**src/fb_pkg.sv**
```systemverilog
package fb_pkg;

	// Raster geometry, kept tiny for simulation
	localparam int H_ACTIVE = 8;
	localparam int H_TOTAL  = 12;
	localparam int V_ACTIVE = 4;
	localparam int V_TOTAL  = 6;

	// Sync windows inside blanking, start inclusive and end exclusive
	localparam int H_SYNC_START = 9;
	localparam int H_SYNC_END   = 11;
	localparam int V_SYNC_START = 5;
	localparam int V_SYNC_END   = 6;

	localparam int POS_W  = 4;  // x and y counters
	localparam int WORD_W = 64;
	localparam int ADDR_W = 16; // Word address
	localparam int RGB_W  = 24;

	localparam logic [ADDR_W-1:0] FB_BASE = 16'h0100;
	localparam int FRAME_WORDS = H_ACTIVE * V_ACTIVE / 2; // Two pixels per word
	localparam int REQ_CNT_W   = $clog2(FRAME_WORDS + 1);

	// Prefetch FIFO
	localparam int FIFO_DEPTH = 8;
	localparam int FIFO_PTR_W = 3;
	localparam int FIFO_CNT_W = FIFO_PTR_W + 1;
	localparam int BUDGET_W   = FIFO_CNT_W + 1; // Holds FIFO count plus in-flight count

	localparam logic [RGB_W-1:0] BORDER_RGB    = 24'h0000ff; // Blue
	localparam logic [RGB_W-1:0] UNDERFLOW_RGB = 24'hff0000; // Red

	typedef enum logic {
		FETCH_RUN,
		FETCH_FLUSH // Draining replies from the previous frame
	} fetch_state_e;

endpackage

```
**src/sync_gen.sv**
```systemverilog
module sync_gen import fb_pkg::*; (
	input  logic             fbclk,
	input  logic             fbclk_rst_b,
	output logic [POS_W-1:0] x,
	output logic [POS_W-1:0] y,
	output logic             hs,
	output logic             vs,
	output logic             border,
	output logic             frame_end
);

	logic x_last;
	logic y_last;
	logic h_active;
	logic v_active;

	assign x_last = (x == POS_W'(H_TOTAL - 1));
	assign y_last = (y == POS_W'(V_TOTAL - 1));

	always_ff @(posedge fbclk or negedge fbclk_rst_b) begin
		if (!fbclk_rst_b) begin
			x <= '0;
			y <= POS_W'(V_ACTIVE); // First line of vertical blanking
		end else begin
			if (x_last) begin
				x <= '0;
				if (y_last) begin
					y <= '0;
				end else begin
					y <= y + 1'b1;
				end
			end else begin
				x <= x + 1'b1;
			end
		end
	end

	assign h_active = (x < POS_W'(H_ACTIVE));
	assign v_active = (y < POS_W'(V_ACTIVE));

	// Blanking level, drives border colour and data-enable downstream
	assign border = !(h_active && v_active);

	// Active high sync pulses
	assign hs = (x >= POS_W'(H_SYNC_START)) && (x < POS_W'(H_SYNC_END));
	assign vs = (y >= POS_W'(V_SYNC_START)) && (y < POS_W'(V_SYNC_END));

	// One cycle at the very start of vertical blanking
	assign frame_end = (x == '0) && (y == POS_W'(V_ACTIVE));

endmodule

```
**src/pixel_fetch.sv**
```systemverilog
module pixel_fetch import fb_pkg::*; (
	input  logic              fbclk,
	input  logic              fbclk_rst_b,
	input  logic              frame_end,
	input  logic              word_pop,
	input  logic [WORD_W-1:0] mem_data,
	input  logic              mem_data_valid,
	output logic              mem_rd_req,
	output logic [ADDR_W-1:0] mem_rd_addr,
	output logic [WORD_W-1:0] word,
	output logic              word_avail
);

	fetch_state_e state;

	logic [REQ_CNT_W-1:0]  req_cnt;      // Words requested this frame
	logic [FIFO_CNT_W-1:0] inflight_cnt; // Issued, not yet written or dropped
	logic [FIFO_CNT_W-1:0] fifo_cnt;
	logic [BUDGET_W-1:0]   budget;

	// Reply capture stage, one cycle ahead of the FIFO write
	logic [WORD_W-1:0] rx_data;
	logic              rx_valid;

	logic [WORD_W-1:0]     fifo_mem [FIFO_DEPTH];
	logic [FIFO_PTR_W-1:0] wr_ptr;
	logic [FIFO_PTR_W-1:0] rd_ptr;
	logic                  push;
	logic                  pop;

	assign budget = {1'b0, fifo_cnt} + {1'b0, inflight_cnt};

	// Only ask when the FIFO is sure to have room for the reply
	assign mem_rd_req = (state == FETCH_RUN) && !frame_end &&
		(req_cnt < REQ_CNT_W'(FRAME_WORDS)) &&
		(budget < BUDGET_W'(FIFO_DEPTH));

	// Replies landing during a flush belong to the old frame
	assign push = rx_valid && (state == FETCH_RUN) && !frame_end;
	assign pop  = word_pop && word_avail && !frame_end; // Empty pop ignored

	always_ff @(posedge fbclk or negedge fbclk_rst_b) begin
		if (!fbclk_rst_b) begin
			state        <= FETCH_FLUSH; // Nothing in flight, leaves on the next cycle
			mem_rd_addr  <= FB_BASE;
			req_cnt      <= '0;
			inflight_cnt <= '0;
			rx_valid     <= 1'b0;
		end else begin
			rx_valid     <= mem_data_valid;
			inflight_cnt <= inflight_cnt + FIFO_CNT_W'(mem_rd_req) - FIFO_CNT_W'(rx_valid);

			if (frame_end) begin
				state       <= FETCH_FLUSH;
				mem_rd_addr <= FB_BASE;
				req_cnt     <= '0;
			end else begin
				// Last stale reply has left the capture stage
				if ((state == FETCH_FLUSH) && (inflight_cnt == '0)) begin
					state <= FETCH_RUN;
				end
				if (mem_rd_req) begin
					mem_rd_addr <= mem_rd_addr + 1'b1;
					req_cnt     <= req_cnt + 1'b1;
				end
			end
		end
	end

	always_ff @(posedge fbclk) begin
		if (mem_data_valid) begin
			rx_data <= mem_data;
		end
	end

	always_ff @(posedge fbclk or negedge fbclk_rst_b) begin
		if (!fbclk_rst_b) begin
			wr_ptr   <= '0;
			rd_ptr   <= '0;
			fifo_cnt <= '0;
		end else begin
			if (frame_end) begin // Frame restart empties the FIFO
				wr_ptr   <= '0;
				rd_ptr   <= '0;
				fifo_cnt <= '0;
			end else begin
				if (push) begin
					wr_ptr <= wr_ptr + 1'b1;
				end
				if (pop) begin
					rd_ptr <= rd_ptr + 1'b1;
				end
				fifo_cnt <= fifo_cnt + FIFO_CNT_W'(push) - FIFO_CNT_W'(pop);
			end
		end
	end

	always_ff @(posedge fbclk) begin
		if (push) begin
			fifo_mem[wr_ptr] <= rx_data;
		end
	end

	// Head of FIFO, valid whenever word_avail is high
	assign word       = fifo_mem[rd_ptr];
	assign word_avail = (fifo_cnt != '0);

endmodule

```
**src/pixel_format.sv**
```systemverilog
module pixel_format import fb_pkg::*; (
	input  logic              fbclk,
	input  logic              fbclk_rst_b,
	input  logic [POS_W-1:0]  x,
	input  logic [POS_W-1:0]  y,
	input  logic              hs,
	input  logic              vs,
	input  logic              border,
	input  logic [WORD_W-1:0] word,
	input  logic              word_avail,
	output logic              word_pop,
	output logic [RGB_W-1:0]  dvi_rgb,
	output logic              dvi_de,
	output logic              dvi_hs,
	output logic              dvi_vs,
	output logic              fb_underflow
);

	logic             half;       // Low half of the word is next
	logic             half_sel;
	logic             line_start;
	logic             starve;
	logic [RGB_W-1:0] pix_rgb;

	// First active pixel of a line always takes the high half
	assign line_start = (x == '0) && (y < POS_W'(V_ACTIVE));
	assign half_sel   = line_start ? 1'b0 : half;

	assign starve   = !border && !word_avail;
	assign word_pop = !border && half_sel; // Word done after its second pixel

	always_comb begin
		if (border) begin
			pix_rgb = BORDER_RGB;
		end else if (!word_avail) begin
			pix_rgb = UNDERFLOW_RGB;
		end else if (half_sel) begin
			pix_rgb = word[31:8];
		end else begin
			pix_rgb = word[63:40];
		end
	end

	always_ff @(posedge fbclk or negedge fbclk_rst_b) begin
		if (!fbclk_rst_b) begin
			half         <= 1'b0;
			dvi_de       <= 1'b0;
			dvi_hs       <= 1'b0;
			dvi_vs       <= 1'b0;
			fb_underflow <= 1'b0;
		end else begin
			if (!border) begin
				half <= !half_sel; // Toggles even when starved
			end
			dvi_de       <= !border;
			dvi_hs       <= hs;
			dvi_vs       <= vs;
			fb_underflow <= starve;
		end
	end

	always_ff @(posedge fbclk) begin
		dvi_rgb <= pix_rgb;
	end

endmodule

```
**src/framebuffer.sv**
```systemverilog
module framebuffer import fb_pkg::*; (
	input  logic              fbclk,
	input  logic              fbclk_rst_b,
	input  logic [WORD_W-1:0] mem_data,
	input  logic              mem_data_valid,
	output logic              mem_rd_req,
	output logic [ADDR_W-1:0] mem_rd_addr,
	output logic [RGB_W-1:0]  dvi_rgb,
	output logic              dvi_de,
	output logic              dvi_hs,
	output logic              dvi_vs,
	output logic              fb_underflow
);

	// Beam position and timing
	logic [POS_W-1:0] x;
	logic [POS_W-1:0] y;
	logic             hs;
	logic             vs;
	logic             border;
	logic             frame_end;

	// Fetch to formatter
	logic [WORD_W-1:0] word;
	logic              word_avail;
	logic              word_pop;

	sync_gen u_sync_gen (
		.fbclk       (fbclk),
		.fbclk_rst_b (fbclk_rst_b),
		.x           (x),
		.y           (y),
		.hs          (hs),
		.vs          (vs),
		.border      (border),
		.frame_end   (frame_end)
	);

	pixel_fetch u_pixel_fetch (
		.fbclk          (fbclk),
		.fbclk_rst_b    (fbclk_rst_b),
		.frame_end      (frame_end),
		.word_pop       (word_pop),
		.mem_data       (mem_data),
		.mem_data_valid (mem_data_valid),
		.mem_rd_req     (mem_rd_req),
		.mem_rd_addr    (mem_rd_addr),
		.word           (word),
		.word_avail     (word_avail)
	);

	pixel_format u_pixel_format (
		.fbclk        (fbclk),
		.fbclk_rst_b  (fbclk_rst_b),
		.x            (x),
		.y            (y),
		.hs           (hs),
		.vs           (vs),
		.border       (border),
		.word         (word),
		.word_avail   (word_avail),
		.word_pop     (word_pop),
		.dvi_rgb      (dvi_rgb),
		.dvi_de       (dvi_de),
		.dvi_hs       (dvi_hs),
		.dvi_vs       (dvi_vs),
		.fb_underflow (fb_underflow)
	);

endmodule

```
**config.mk**
```make
export PLATFORM = sky130hd
export DESIGN_NAME = framebuffer
export DESIGN_NICKNAME = d
export VERILOG_FILES = /design/src/fb_pkg.sv /design/src/sync_gen.sv /design/src/pixel_fetch.sv /design/src/pixel_format.sv /design/src/framebuffer.sv
export SDC_FILE = /design/constraint.sdc
export NUM_CORES = 1
export LEC_CHECK = 0
export ABC_AREA = 1
export BUFFER_PORTS_ARGS = -buffer_cell sky130_fd_sc_hd__buf_2
export CAP_MARGIN = 20
export CORE_MARGIN = 4
export CORE_UTILIZATION = 55
export DETAILED_ROUTE_END_ITERATION = 7
export HOLD_SLACK_MARGIN = 0.12
export PLACE_DENSITY_LB_ADDON = 0.05
export SLEW_MARGIN = 10
export SYNTH_ARGS = -nofsm -noshare
export SYNTH_HDL_FRONTEND = slang
export SYNTH_SLANG_ARGS = --single-unit
```
**constraint.sdc**
```tcl
create_clock -name fbclk -period 4.57 [get_ports fbclk]
set_clock_uncertainty 0.2 [all_clocks]
set_input_delay 0 -clock fbclk [delete_from_list [all_inputs] [get_ports fbclk]]
set_output_delay 0 -clock fbclk [all_outputs]
set_load 0.005 [all_outputs]
```
Word-level counts from Yosys, hierarchy flattened
Memories as Yosys holds them, arrays and structs flattened.
Cells that the tools add are included.
{"block": "word_totals", "output_inout_bits": 45, "elab_cells": 86, "mem_count": 1, "reg_bits": 138, "ram_bits": 512, "in_bits": 67}
{"block": "classes", "order_cmp": 8, "reduce_logical": 26, "n_eq_ne": 3, "mux": 18, "bitwise": 1, "n_addsub": 11}
{"name": "u_pixel_fetch.fifo_mem", "words": 8, "word_bits": 64, "rd": 1, "rd_ports_with_merged_regs": 0, "write_ports": 1, "line": "pixel_fetch.sv:25", "rtl": "logic [WORD_W-1:0] fifo_mem [FIFO_DEPTH];"}
{"operator": "24-bit two-way mux", "count": 2}
{"operator": "16-bit two-way mux", "count": 2}
{"operator": "16-bit by 1-bit adder with 16-bit output (second input constant)", "count": 1}
{"operator": "1-bit logical AND", "count": 15}
{"operator": "3-bit two-way mux", "count": 4}
{"operator": "4-bit two-way mux", "count": 3}
{"operator": "5-bit two-way mux", "count": 2}
{"operator": "4-bit by 1-bit adder with 4-bit output", "count": 2}
{"operator": "4-bit by 1-bit adder with 4-bit output (second input constant)", "count": 2}
{"operator": "4-bit by 3-bit == test with 1-bit output (second input constant)", "count": 2}
{"operator": "4-bit logical NOT", "count": 2}
{"operator": "4-bit by 3-bit less-than comparator with 1-bit output (second input constant)", "count": 2}
{"operator": "4-bit less-than comparator (second input constant)", "count": 2}
{"operator": "2-bit nonzero test", "count": 4}
{"operator": "4-bit by 1-bit subtractor with 4-bit output", "count": 2}
{"operator": "3-bit by 1-bit adder with 3-bit output (second input constant)", "count": 2}
{"operator": "4-bit by 4-bit adder with 5-bit output", "count": 1}
{"operator": "5-bit by 1-bit adder with 5-bit output (second input constant)", "count": 1}
{"operator": "5-bit by 4-bit less-than comparator with 1-bit output (second input constant)", "count": 1}
{"operator": "5-bit less-than comparator (second input constant)", "count": 1}
{"operator": "1-bit two-way mux", "count": 5}
{"operator": "4-bit == test (second input constant)", "count": 1}
{"operator": "4-bit by 3-bit >= comparator with 1-bit output (second input constant)", "count": 1}
{"operator": "4-bit >= comparator (second input constant)", "count": 1}
{"operator": "4 further kinds", "count": 6}

Longest topological paths before layout
Gate-level depths: netlist (run 1).
{"block": "depth", "ltp_word": 8, "ltp_mapped": 14, "ltp_nobuf": 14}

Hierarchy
A second synthesis (run 1) with hierarchy kept.
{"block": "unflattened", "cells_unflattened": 2134, "area_unflattened_um2": 25814.8}
{"mod": "pixel_fetch", "seq_area_each_um2": 18225.0, "instances": 1, "cells_each": 1916, "area_each_um2": 24094.4}
{"mod": "pixel_format", "seq_area_each_um2": 605.6, "instances": 1, "cells_each": 163, "area_each_um2": 1273.7}
{"mod": "sync_gen", "seq_area_each_um2": 201.4, "instances": 1, "cells_each": 55, "area_each_um2": 446.7}

Least setup slack after synthesis (run 1)
No wires, ideal clock.
{"block": "synth_path", "kind": "register to register", "startpoint": "register u_sync_gen.x[0]", "endpoint": "memory u_pixel_fetch.fifo_mem[0][10], enable pin", "path_buffers": 0, "path_slack_ns": 0.632, "arrival_ns": 3.284, "period_less_slack_ns": 3.938, "path_stages_with_launch": 10, "setup_ns": 0.454, "required_ns": 3.916, "cell_sequence": "dfrtp_1 inv_1 ha_1 inv_1 nor2_1 nand4_1 inv_1 nor2_1 nand2_1 nor2_1"}
{"block": "synth_between", "elab_chain_len": 6}
{"element": "start, declared", "line": "sync_gen.sv:4", "rtl": "output logic [POS_W-1:0] x,"}
{"element": "start signal, assigned", "line": "sync_gen.sv:33", "rtl": "x <= x + 1'b1;"}
{"element": "4-bit logical NOT", "line": "sync_gen.sv:49", "rtl": "assign frame_end = (x == '0) && (y == POS_W'(V_ACTIVE));"}
{"element": "1-bit logical AND", "line": "sync_gen.sv:49"}
{"element": "1-bit logical NOT", "line": "pixel_fetch.sv:39", "rtl": "assign push = rx_valid && (state == FETCH_RUN) && !frame_end;"}
{"element": "1-bit logical AND", "line": "pixel_fetch.sv:39"}
{"element": "1-bit two-way mux", "line": "pixel_fetch.sv:99", "rtl": "if (push) begin"}
{"element": "1-bit two-way mux (not written as such)", "line": "pixel_fetch.sv:100", "rtl": "fifo_mem[wr_ptr] <= rx_data;"}
{"element": "end, declared", "line": "pixel_fetch.sv:25"}
No other way between the ends.

Worst setup path after layout (run 1)
{"block": "layout_path", "startpoint": "register u_pixel_fetch.fifo_cnt[2]", "endpoint": "register u_pixel_fetch.fifo_cnt[2]"}
{"block": "layout_between", "elab_chain_len": 5, "elab_cells_between_ends": 6, "classes_between": "add/sub: 2; mux: 1; reduce/logical: 3"}
{"element": "start, declared", "line": "pixel_fetch.sv:18", "rtl": "logic [FIFO_CNT_W-1:0] fifo_cnt;"}
{"element": "start signal, assigned", "line": "pixel_fetch.sv:93", "rtl": "fifo_cnt <= fifo_cnt + FIFO_CNT_W'(push) - FIFO_CNT_W'(pop);"}
{"element": "parallel branches: the longest is 3 deep, another holds 4-bit by 1-bit adder with 4-bit output"}
{"element": "4-bit by 1-bit subtractor with 4-bit output (*)", "line": "pixel_fetch.sv:93"}
{"element": "4-bit two-way mux (*)", "line": "pixel_fetch.sv:82", "rtl": "if (frame_end) begin"}
Every way passes the cells marked *.
A chain may end at the register's enable or synchronous reset.

==> run metrics, run 1 <==
WL/cell=~19 µm; HP Class=primary input to register; # fillers=between 2k and 3k; CTS sink count=506; clk slew on worst S/H paths=roughly 0.06 ns; Detailed Routing Iterations Pass 1=5; root buf cell=clkbuf_16; dpl hpwl=22200 µm; CTS Buf Count=51; commonest non-fill, non-tap cell in the layout=edfxtp_1; max-slew violations=0; crit path DAT=3.34 ns; Max Cap Viol=0; Placed Area=21300 µm²; hold buffers post-CTS=a little under 100; Design Area, Final=between 20000 and 25000 µm²; Yosys cell types=30; FMAX=about 330 MHz; Fin. Hold Viols=0; final WL=~45000 µm; antenna-violating nets left=0; fin util=0.664; area of the multi-input gates=4670 µm²; Die Ht=roughly 200 µm; worst relative slew slack=0.369; GR Util All Layers=0.228; post-synthesis simple-gate area fraction=0.181; Yosys warnings=0; postcts setup bufs=0; largest family of logic cells by synthesized area=simple AND/OR/NAND/NOR gates; final setup fails=0; DRC=0; H-tree levels=2; average cell area after synthesis=approximately 12 µm²; Initial Util=0.562; mux cell area share after synthesis=0; Worst EP required=4.83 ns; status=completed; Core Area=approximately 36000 µm²; grt total ovfl=0; Mapped Cells=approximately 1.7k; pin count of the biggest net entering global routing=between 150 and 200; crit end category=register; WS Path Type=register to register; vias per std cell=approximately 5.4; IO Count=about 110; RSZ-0062 raised after global routing=false; Worst Max-Slew Pin Slew=around 0.95 ns; antenna violations before repair=0; worst skew pair latency=around 0.58 ns; CTS tree=built; Layout area overhead=18.2%; Adder-Cell Fraction of Synth Area=0.0144; PortBufs=95; Net count, final=2009; register area=between 10000 and 15000 µm²; first-pass GRT wire length=around 70000 µm; share of layout cells above drive strength 1=0.108; Max rail drop VDD=around 330 µV; fin crit period=slightly above 3 ns; # rows=69; Synth Area in Compound Gates=0.0296; Synth Register Bits=between 500 and 600; Pleak=just over 9 nW; CTS resizes=0; # diodes=0; GP Congestion=roughly 0.77; Startpoint Class=register; Worst Path Max Fanout=10; Hold Slack=roughly 0.27 ns; die area=roughly 40000 µm²; most frequent cells in the layout=edfxtp_1 (432), nand2_1 (399), nand3_1 (280); vias in the first global route=12.7k; Synth Cell Area=between 20000 and 25000 µm²; via count=around 13k; pwr/cell area=about 390 nW/µm²; xor/xnor share of the synthesized area=0.00304; post-synth net total=approximately 1.8k; Die X=~200 µm; initial drt markers=roughly 930; register area share after synthesis=0.729; clk buf depth=3; setup_tns=0 ns; final period utilization=0.673; Tot Pwr=around 9.4 mW
-- registers in the layout, indices dropped and copies added (netlist names) --
register,count
u_pixel_fetch.rx_data,48
u_pixel_format.fb_underflow,1
u_pixel_fetch.rd_ptr,3
u_pixel_format.dvi_rgb,24
u_sync_gen.y,4
u_pixel_fetch.state,1
u_pixel_format.dvi_de,1
u_pixel_format.dvi_vs,1
u_pixel_fetch.mem_rd_addr,16
u_pixel_format.half,1
u_pixel_fetch.rx_valid,1
u_pixel_fetch.fifo_mem,384
u_pixel_fetch.inflight_cnt,4
u_pixel_fetch.req_cnt,5
u_pixel_format.dvi_hs,1
u_sync_gen.x,4
u_pixel_fetch.wr_ptr,3
u_pixel_fetch.fifo_cnt,4
-- power by group --
group | switching, mW | internal, mW
clock network | 1.69 | 2.29
registers | 0.0860 | 5.10
logic | 0.0882 | 0.124
total | 1.86 | 7.51
-- metrics by stage --
stage | instances | setup slack, ns
6_report | 2424 | 1.49
5_1_grt | 2424 | 1.29
4_1_cts | 2424 | 1.45
3_5_place_dp | 2229 | 1.46
3_3_place_gp | 2228 | 1.54
2_1_floorplan | 1733 | 0.632
-- cells by family (layout without fill, tap and decap cells) --
group,Yosys count,after routing
xor gates and xnor gates,7,7
buffers and inverters,213,443
DFF,506,506
AOI/OAI and AO/OA,117,117
adders and majority gates,22,22
and+or+nand+nor,868,868
-- path summary, 6_finish.rpt --
path	startpoint	endpoint	slack [ns]	depth (start not counted)
setup / recovery	u_pixel_fetch.fifo_cnt[2]$_DFF_PN0_	u_pixel_fetch.fifo_cnt[2]$_DFF_PN0_	1.49	11
hold reg to reg	u_sync_gen.y[3]$_DFFE_PN0P_	u_sync_gen.y[3]$_DFFE_PN0P_	0.28	1
min in group asynchronous	fbclk_rst_b	u_pixel_fetch.mem_rd_addr[9]$_DFFE_PN0P_	0.42	4
setup reg to reg	u_pixel_fetch.fifo_cnt[2]$_DFF_PN0_	u_pixel_fetch.fifo_cnt[2]$_DFF_PN0_	1.49	11
hold / removal	mem_data_valid	u_pixel_fetch.rx_valid$_DFF_PN0_	0.27	2
max in group asynchronous	fbclk_rst_b	u_pixel_fetch.rd_ptr[0]$_DFFE_PN0P_	3.28	4
-- cells in the mapped netlist --
master / instances / area [µm²]
dfstp_2: 3 / 78.8
o21ai_0: 86 / 430
edfxtp_1: 432 / 13000
buf_1: 11 / 41.3
dfxtp_1: 24 / 480
dfrtp_1: 47 / 1180
fa_1: 2 / 40.0
nor3_1: 4 / 20.0
xor2_1: 4 / 35.0
o21ai_1: 3 / 15.0
a21oi_1: 24 / 120
ha_1: 20 / 250
nand2_2: 2 / 12.5
buf_4: 3 / 22.5
o21a_1: 1 / 7.51
a21o_1: 1 / 7.51
inv_2: 5 / 18.8
nand3_1: 280 / 1400
o21bai_1: 1 / 7.51
nor2_1: 167 / 627
clkbuf_1: 26 / 97.6
inv_1: 123 / 462
nand2b_1: 1 / 6.26
nor2_2: 1 / 6.26
xnor2_1: 3 / 26.3
nor3b_1: 1 / 7.51
buf_2: 45 / 225
nand2_1: 399 / 1500
o211a_1: 1 / 10.0
nand4_1: 13 / 81.3
-- worst max-delay path: stages (launching register included) --
cell     delay, ns
dfrtp_1       0.38
inv_1         0.08
ha_1          0.15
nand3_1       0.42
nand2_2       0.47
nor2_2        0.11
ha_1          0.29
inv_1         0.04
ha_1          0.22
fa_1          0.39
xnor2_1       0.14
nor2_1        0.06
-- layout make-up --
cell class | instances | share of cell area
sequential | 506 | 0.617
tap | 461 | 0.0242
clock buffer | 67 | 0.0577
clock inverter | 29 | 0.00913
inverter | 128 | 0.0203
timing repair buffer | 219 | 0.0760
multi-input combinational | 1014 | 0.196
-- layer usage --
layer / wire length [µm] / GRT usage
met1: 19300 / 0.313
met2: 22100 / 0.379
met3: 2460 / 0.0337
met4: 990 / 0.0732
met5: 0 / 0
Note: power is estimated with default switching activity, not from simulation.
==> run 2, diff against run 1 <==
Settings changed: ABC_AREA 1 to 0.
Clock period 4.57 ns to 2.95 ns, I/O delays scaled along.
==> run metrics, run 2 <==
Mapped Cells=just under 1k; top-count cell post-synth=edfxtp_1; max reg flops=384; clk slew on worst S/H paths=0.06 ns; Die X=195 µm; mux cell area share after synthesis=0.133; grt total ovfl=0; Initial Util=0.556; largest registers=u_pixel_fetch.fifo_mem x384, u_pixel_fetch.rx_data x48, u_pixel_format.dvi_rgb x24; root buf cell=clkbuf_16; top_reg_cell synth=edfxtp_1; synth cell count leaders=edfxtp_1 (432), mux4_2 (88), mux2i_1 (56); Worst Max-Slew Pin Slew=about 1.1 ns; antenna violations before repair=1; main area contributors after synthesis=edfxtp_1 (67%), mux4_2 (10%), dfrtp_1 (6.1%), mux2i_1 (2.9%), dfxtp_1 (2.5%); postcts setup bufs=0; FMAX=between 300 and 400 MHz; post-synthesis simple-gate area fraction=0.0363; WL/cell=roughly 22 µm; initial drt markers=580; Max rail drop VDD=roughly 550 µV; # diodes=0; final period utilization=0.947; Startpoint Class=register; Max Cap Viol=0; H-tree levels=2; most frequent cells in the layout=edfxtp_1 (432), dlygate4sd3_1 (99), buf_2 (95); worst relative slew slack=0.286; fin crit period=about 2.8 ns; GR Util All Layers=0.208; WS Path Type=register to register; # fillers=~2.3k; Worst EP required=3.21 ns; worst skew pair latency=0.58 ns; commonest non-fill, non-tap cell in the layout=edfxtp_1; post-synth net total=1063; Synth Register Bits=roughly 510; Layout area overhead=21.5%; Post-synth ARST share=0.0988; post-synth top area share=0.675; Tot Pwr=14.4 mW; dpl hpwl=between 20000 and 25000 µm; largest family of logic cells by synthesized area=multiplexers; Die Ht=about 200 µm; final non-filler cell total=1725; pin count of the biggest net entering global routing=49; Synth Area in Compound Gates=0.0309; xor/xnor share of the synthesized area=0.00456; Yosys cell types=51; CTS tree=built; final WL=slightly below 40000 µm; crit path DAT=between 3 and 4 ns; Adder-Cell Fraction of Synth Area=0.0151; PortBufs=95; Yosys top cell by area=edfxtp_1; Inst Count DP=around 1.5k; Detailed Routing Iterations Pass 1=5; Synth Cell Area=19200 µm²; die area=38000 µm²; max-slew violations=0; share of layout cells above drive strength 1=0.263; first-pass GRT wire length=just over 60000 µm; IO Count=approximately 110; Post-synth EDFFs=around 430; via count=between 9k and 10k; most flop-heavy register=u_pixel_fetch.fifo_mem; Core Area=roughly 35000 µm²; Yosys warnings=0; CTS Buf Count=50; vias in the first global route=about 10k; GP Congestion=about 0.75; final setup fails=0; crit end category=register; status=completed; RSZ-0062 raised after global routing=true; register area share after synthesis=0.765; DRC=0; Worst Path Max Fanout=2; vias per std cell=5.67; CTS sink count=around 500; # rows=68; pwr/cell area=between 600 and 700 nW/µm²; antenna-violating nets left=0; clk buf depth=3; Pleak=around 8 nW; Fin. Hold Viols=0; HP Class=primary input to asynchronous set/reset pin; Net count, final=1317; average cell area after synthesis=between 15 and 20 µm²
-- run 2: power breakdown --
part,internal [mW],switching [mW]
sequential,7.91,0.132
clock,3.49,2.56
combinational,0.199,0.150
total,11.6,2.84
-- run 2: layout make-up --
| type | instances | area [µm²] | area share |
|---|---|---|---|
| well taps | 455 | 569 | 0.0244 |
| clock buffers | 79 | 1420 | 0.0608 |
| clock inverters | 15 | 143 | 0.00611 |
| multi-input cells | 399 | 4370 | 0.187 |
| repair buffers | 244 | 2040 | 0.0874 |
| flip-flops and latches | 506 | 14700 | 0.630 |
| inverters | 27 | 101 | 0.00434 |
-- run 2: logic make-up (layout without fill, tap and decap cells) --
group	count (synthesis)	in the layout
flip-flops	506	506
multiplexers	145	145
AND/OR/NAND/NOR	133	134
AO/OA/AOI/OAI	88	88
buffers and inverters	70	365
adder cells (fa/ha/maj)	22	22
XOR/XNOR	10	10
-- run 2: critical path, cell delays in order (launching register included) --
cell	delay, ns
dfrtp_1	0.38
ha_1	0.29
or4_4	0.45
a211oi_4	0.18
nand2_1	0.10
ha_1	0.29
inv_1	0.06
ha_1	0.15
inv_1	0.05
fa_1	0.38
xnor2_1	0.14
-- run 2: routing by layer --
layer / share of wire / up-vias / GRT usage
met1: 0.44 / 5060 / 0.301
li1: - / 4442 / -
met3: 0.046 / 47 / 0.0309
met4: 0.016 / 0 / 0.0509
met5: 0 / - / 0
met2: 0.50 / 225 / 0.342
-- run 2: final timing paths --
| kind | to | depth (start not counted) | from | slack (ns) |
|---|---|---|---|---|
| setup reg to reg | u_pixel_fetch.inflight_cnt[2]$_DFF_PN0_ | 10 | u_pixel_fetch.fifo_cnt[3]$_DFF_PN0_ | 0.16 |
| hold reg to reg | u_pixel_fetch.req_cnt[4]$_DFFE_PN0P_ | 2 | u_pixel_fetch.req_cnt[4]$_DFFE_PN0P_ | 0.31 |
| max in group asynchronous | u_sync_gen.y[2]$_DFFE_PN1P_ | 4 | fbclk_rst_b | 1.54 |
| setup / recovery | u_pixel_fetch.inflight_cnt[2]$_DFF_PN0_ | 10 | u_pixel_fetch.fifo_cnt[3]$_DFF_PN0_ | 0.16 |
| hold / removal | u_pixel_fetch.mem_rd_addr[13]$_DFFE_PN0P_ | 3 | fbclk_rst_b | 0.27 |
| min in group fbclk | u_pixel_fetch.req_cnt[4]$_DFFE_PN0P_ | 2 | u_pixel_fetch.req_cnt[4]$_DFFE_PN0P_ | 0.31 |
-- run 2: stage by stage --
stage / area, µm² / hold slack (ns) / TNS [ns] / setup slack (ns) / util
after floorplan: 19400 / -0.496 / -96.94 / -0.498 / -
after global placement: 20800 / -0.313 / 0 / 0.127 / 0.602
after detailed placement: 20800 / -0.309 / 0 / 0.0910 / 0.602
after CTS: 23300 / 0.256 / 0 / 0.0765 / 0.676
after global routing: 23400 / 0.331 / -0.00729 / -0.00729 / 0.676
final: 23400 / 0.269 / 0 / 0.157 / 0.676
-- run 2: timing repair --
action                     4_1_cts  5_1_grt
hold endpoints to repair       147        0
hold buffers                    99        0
resized for setup                0        1
setup endpoints to repair        0       66
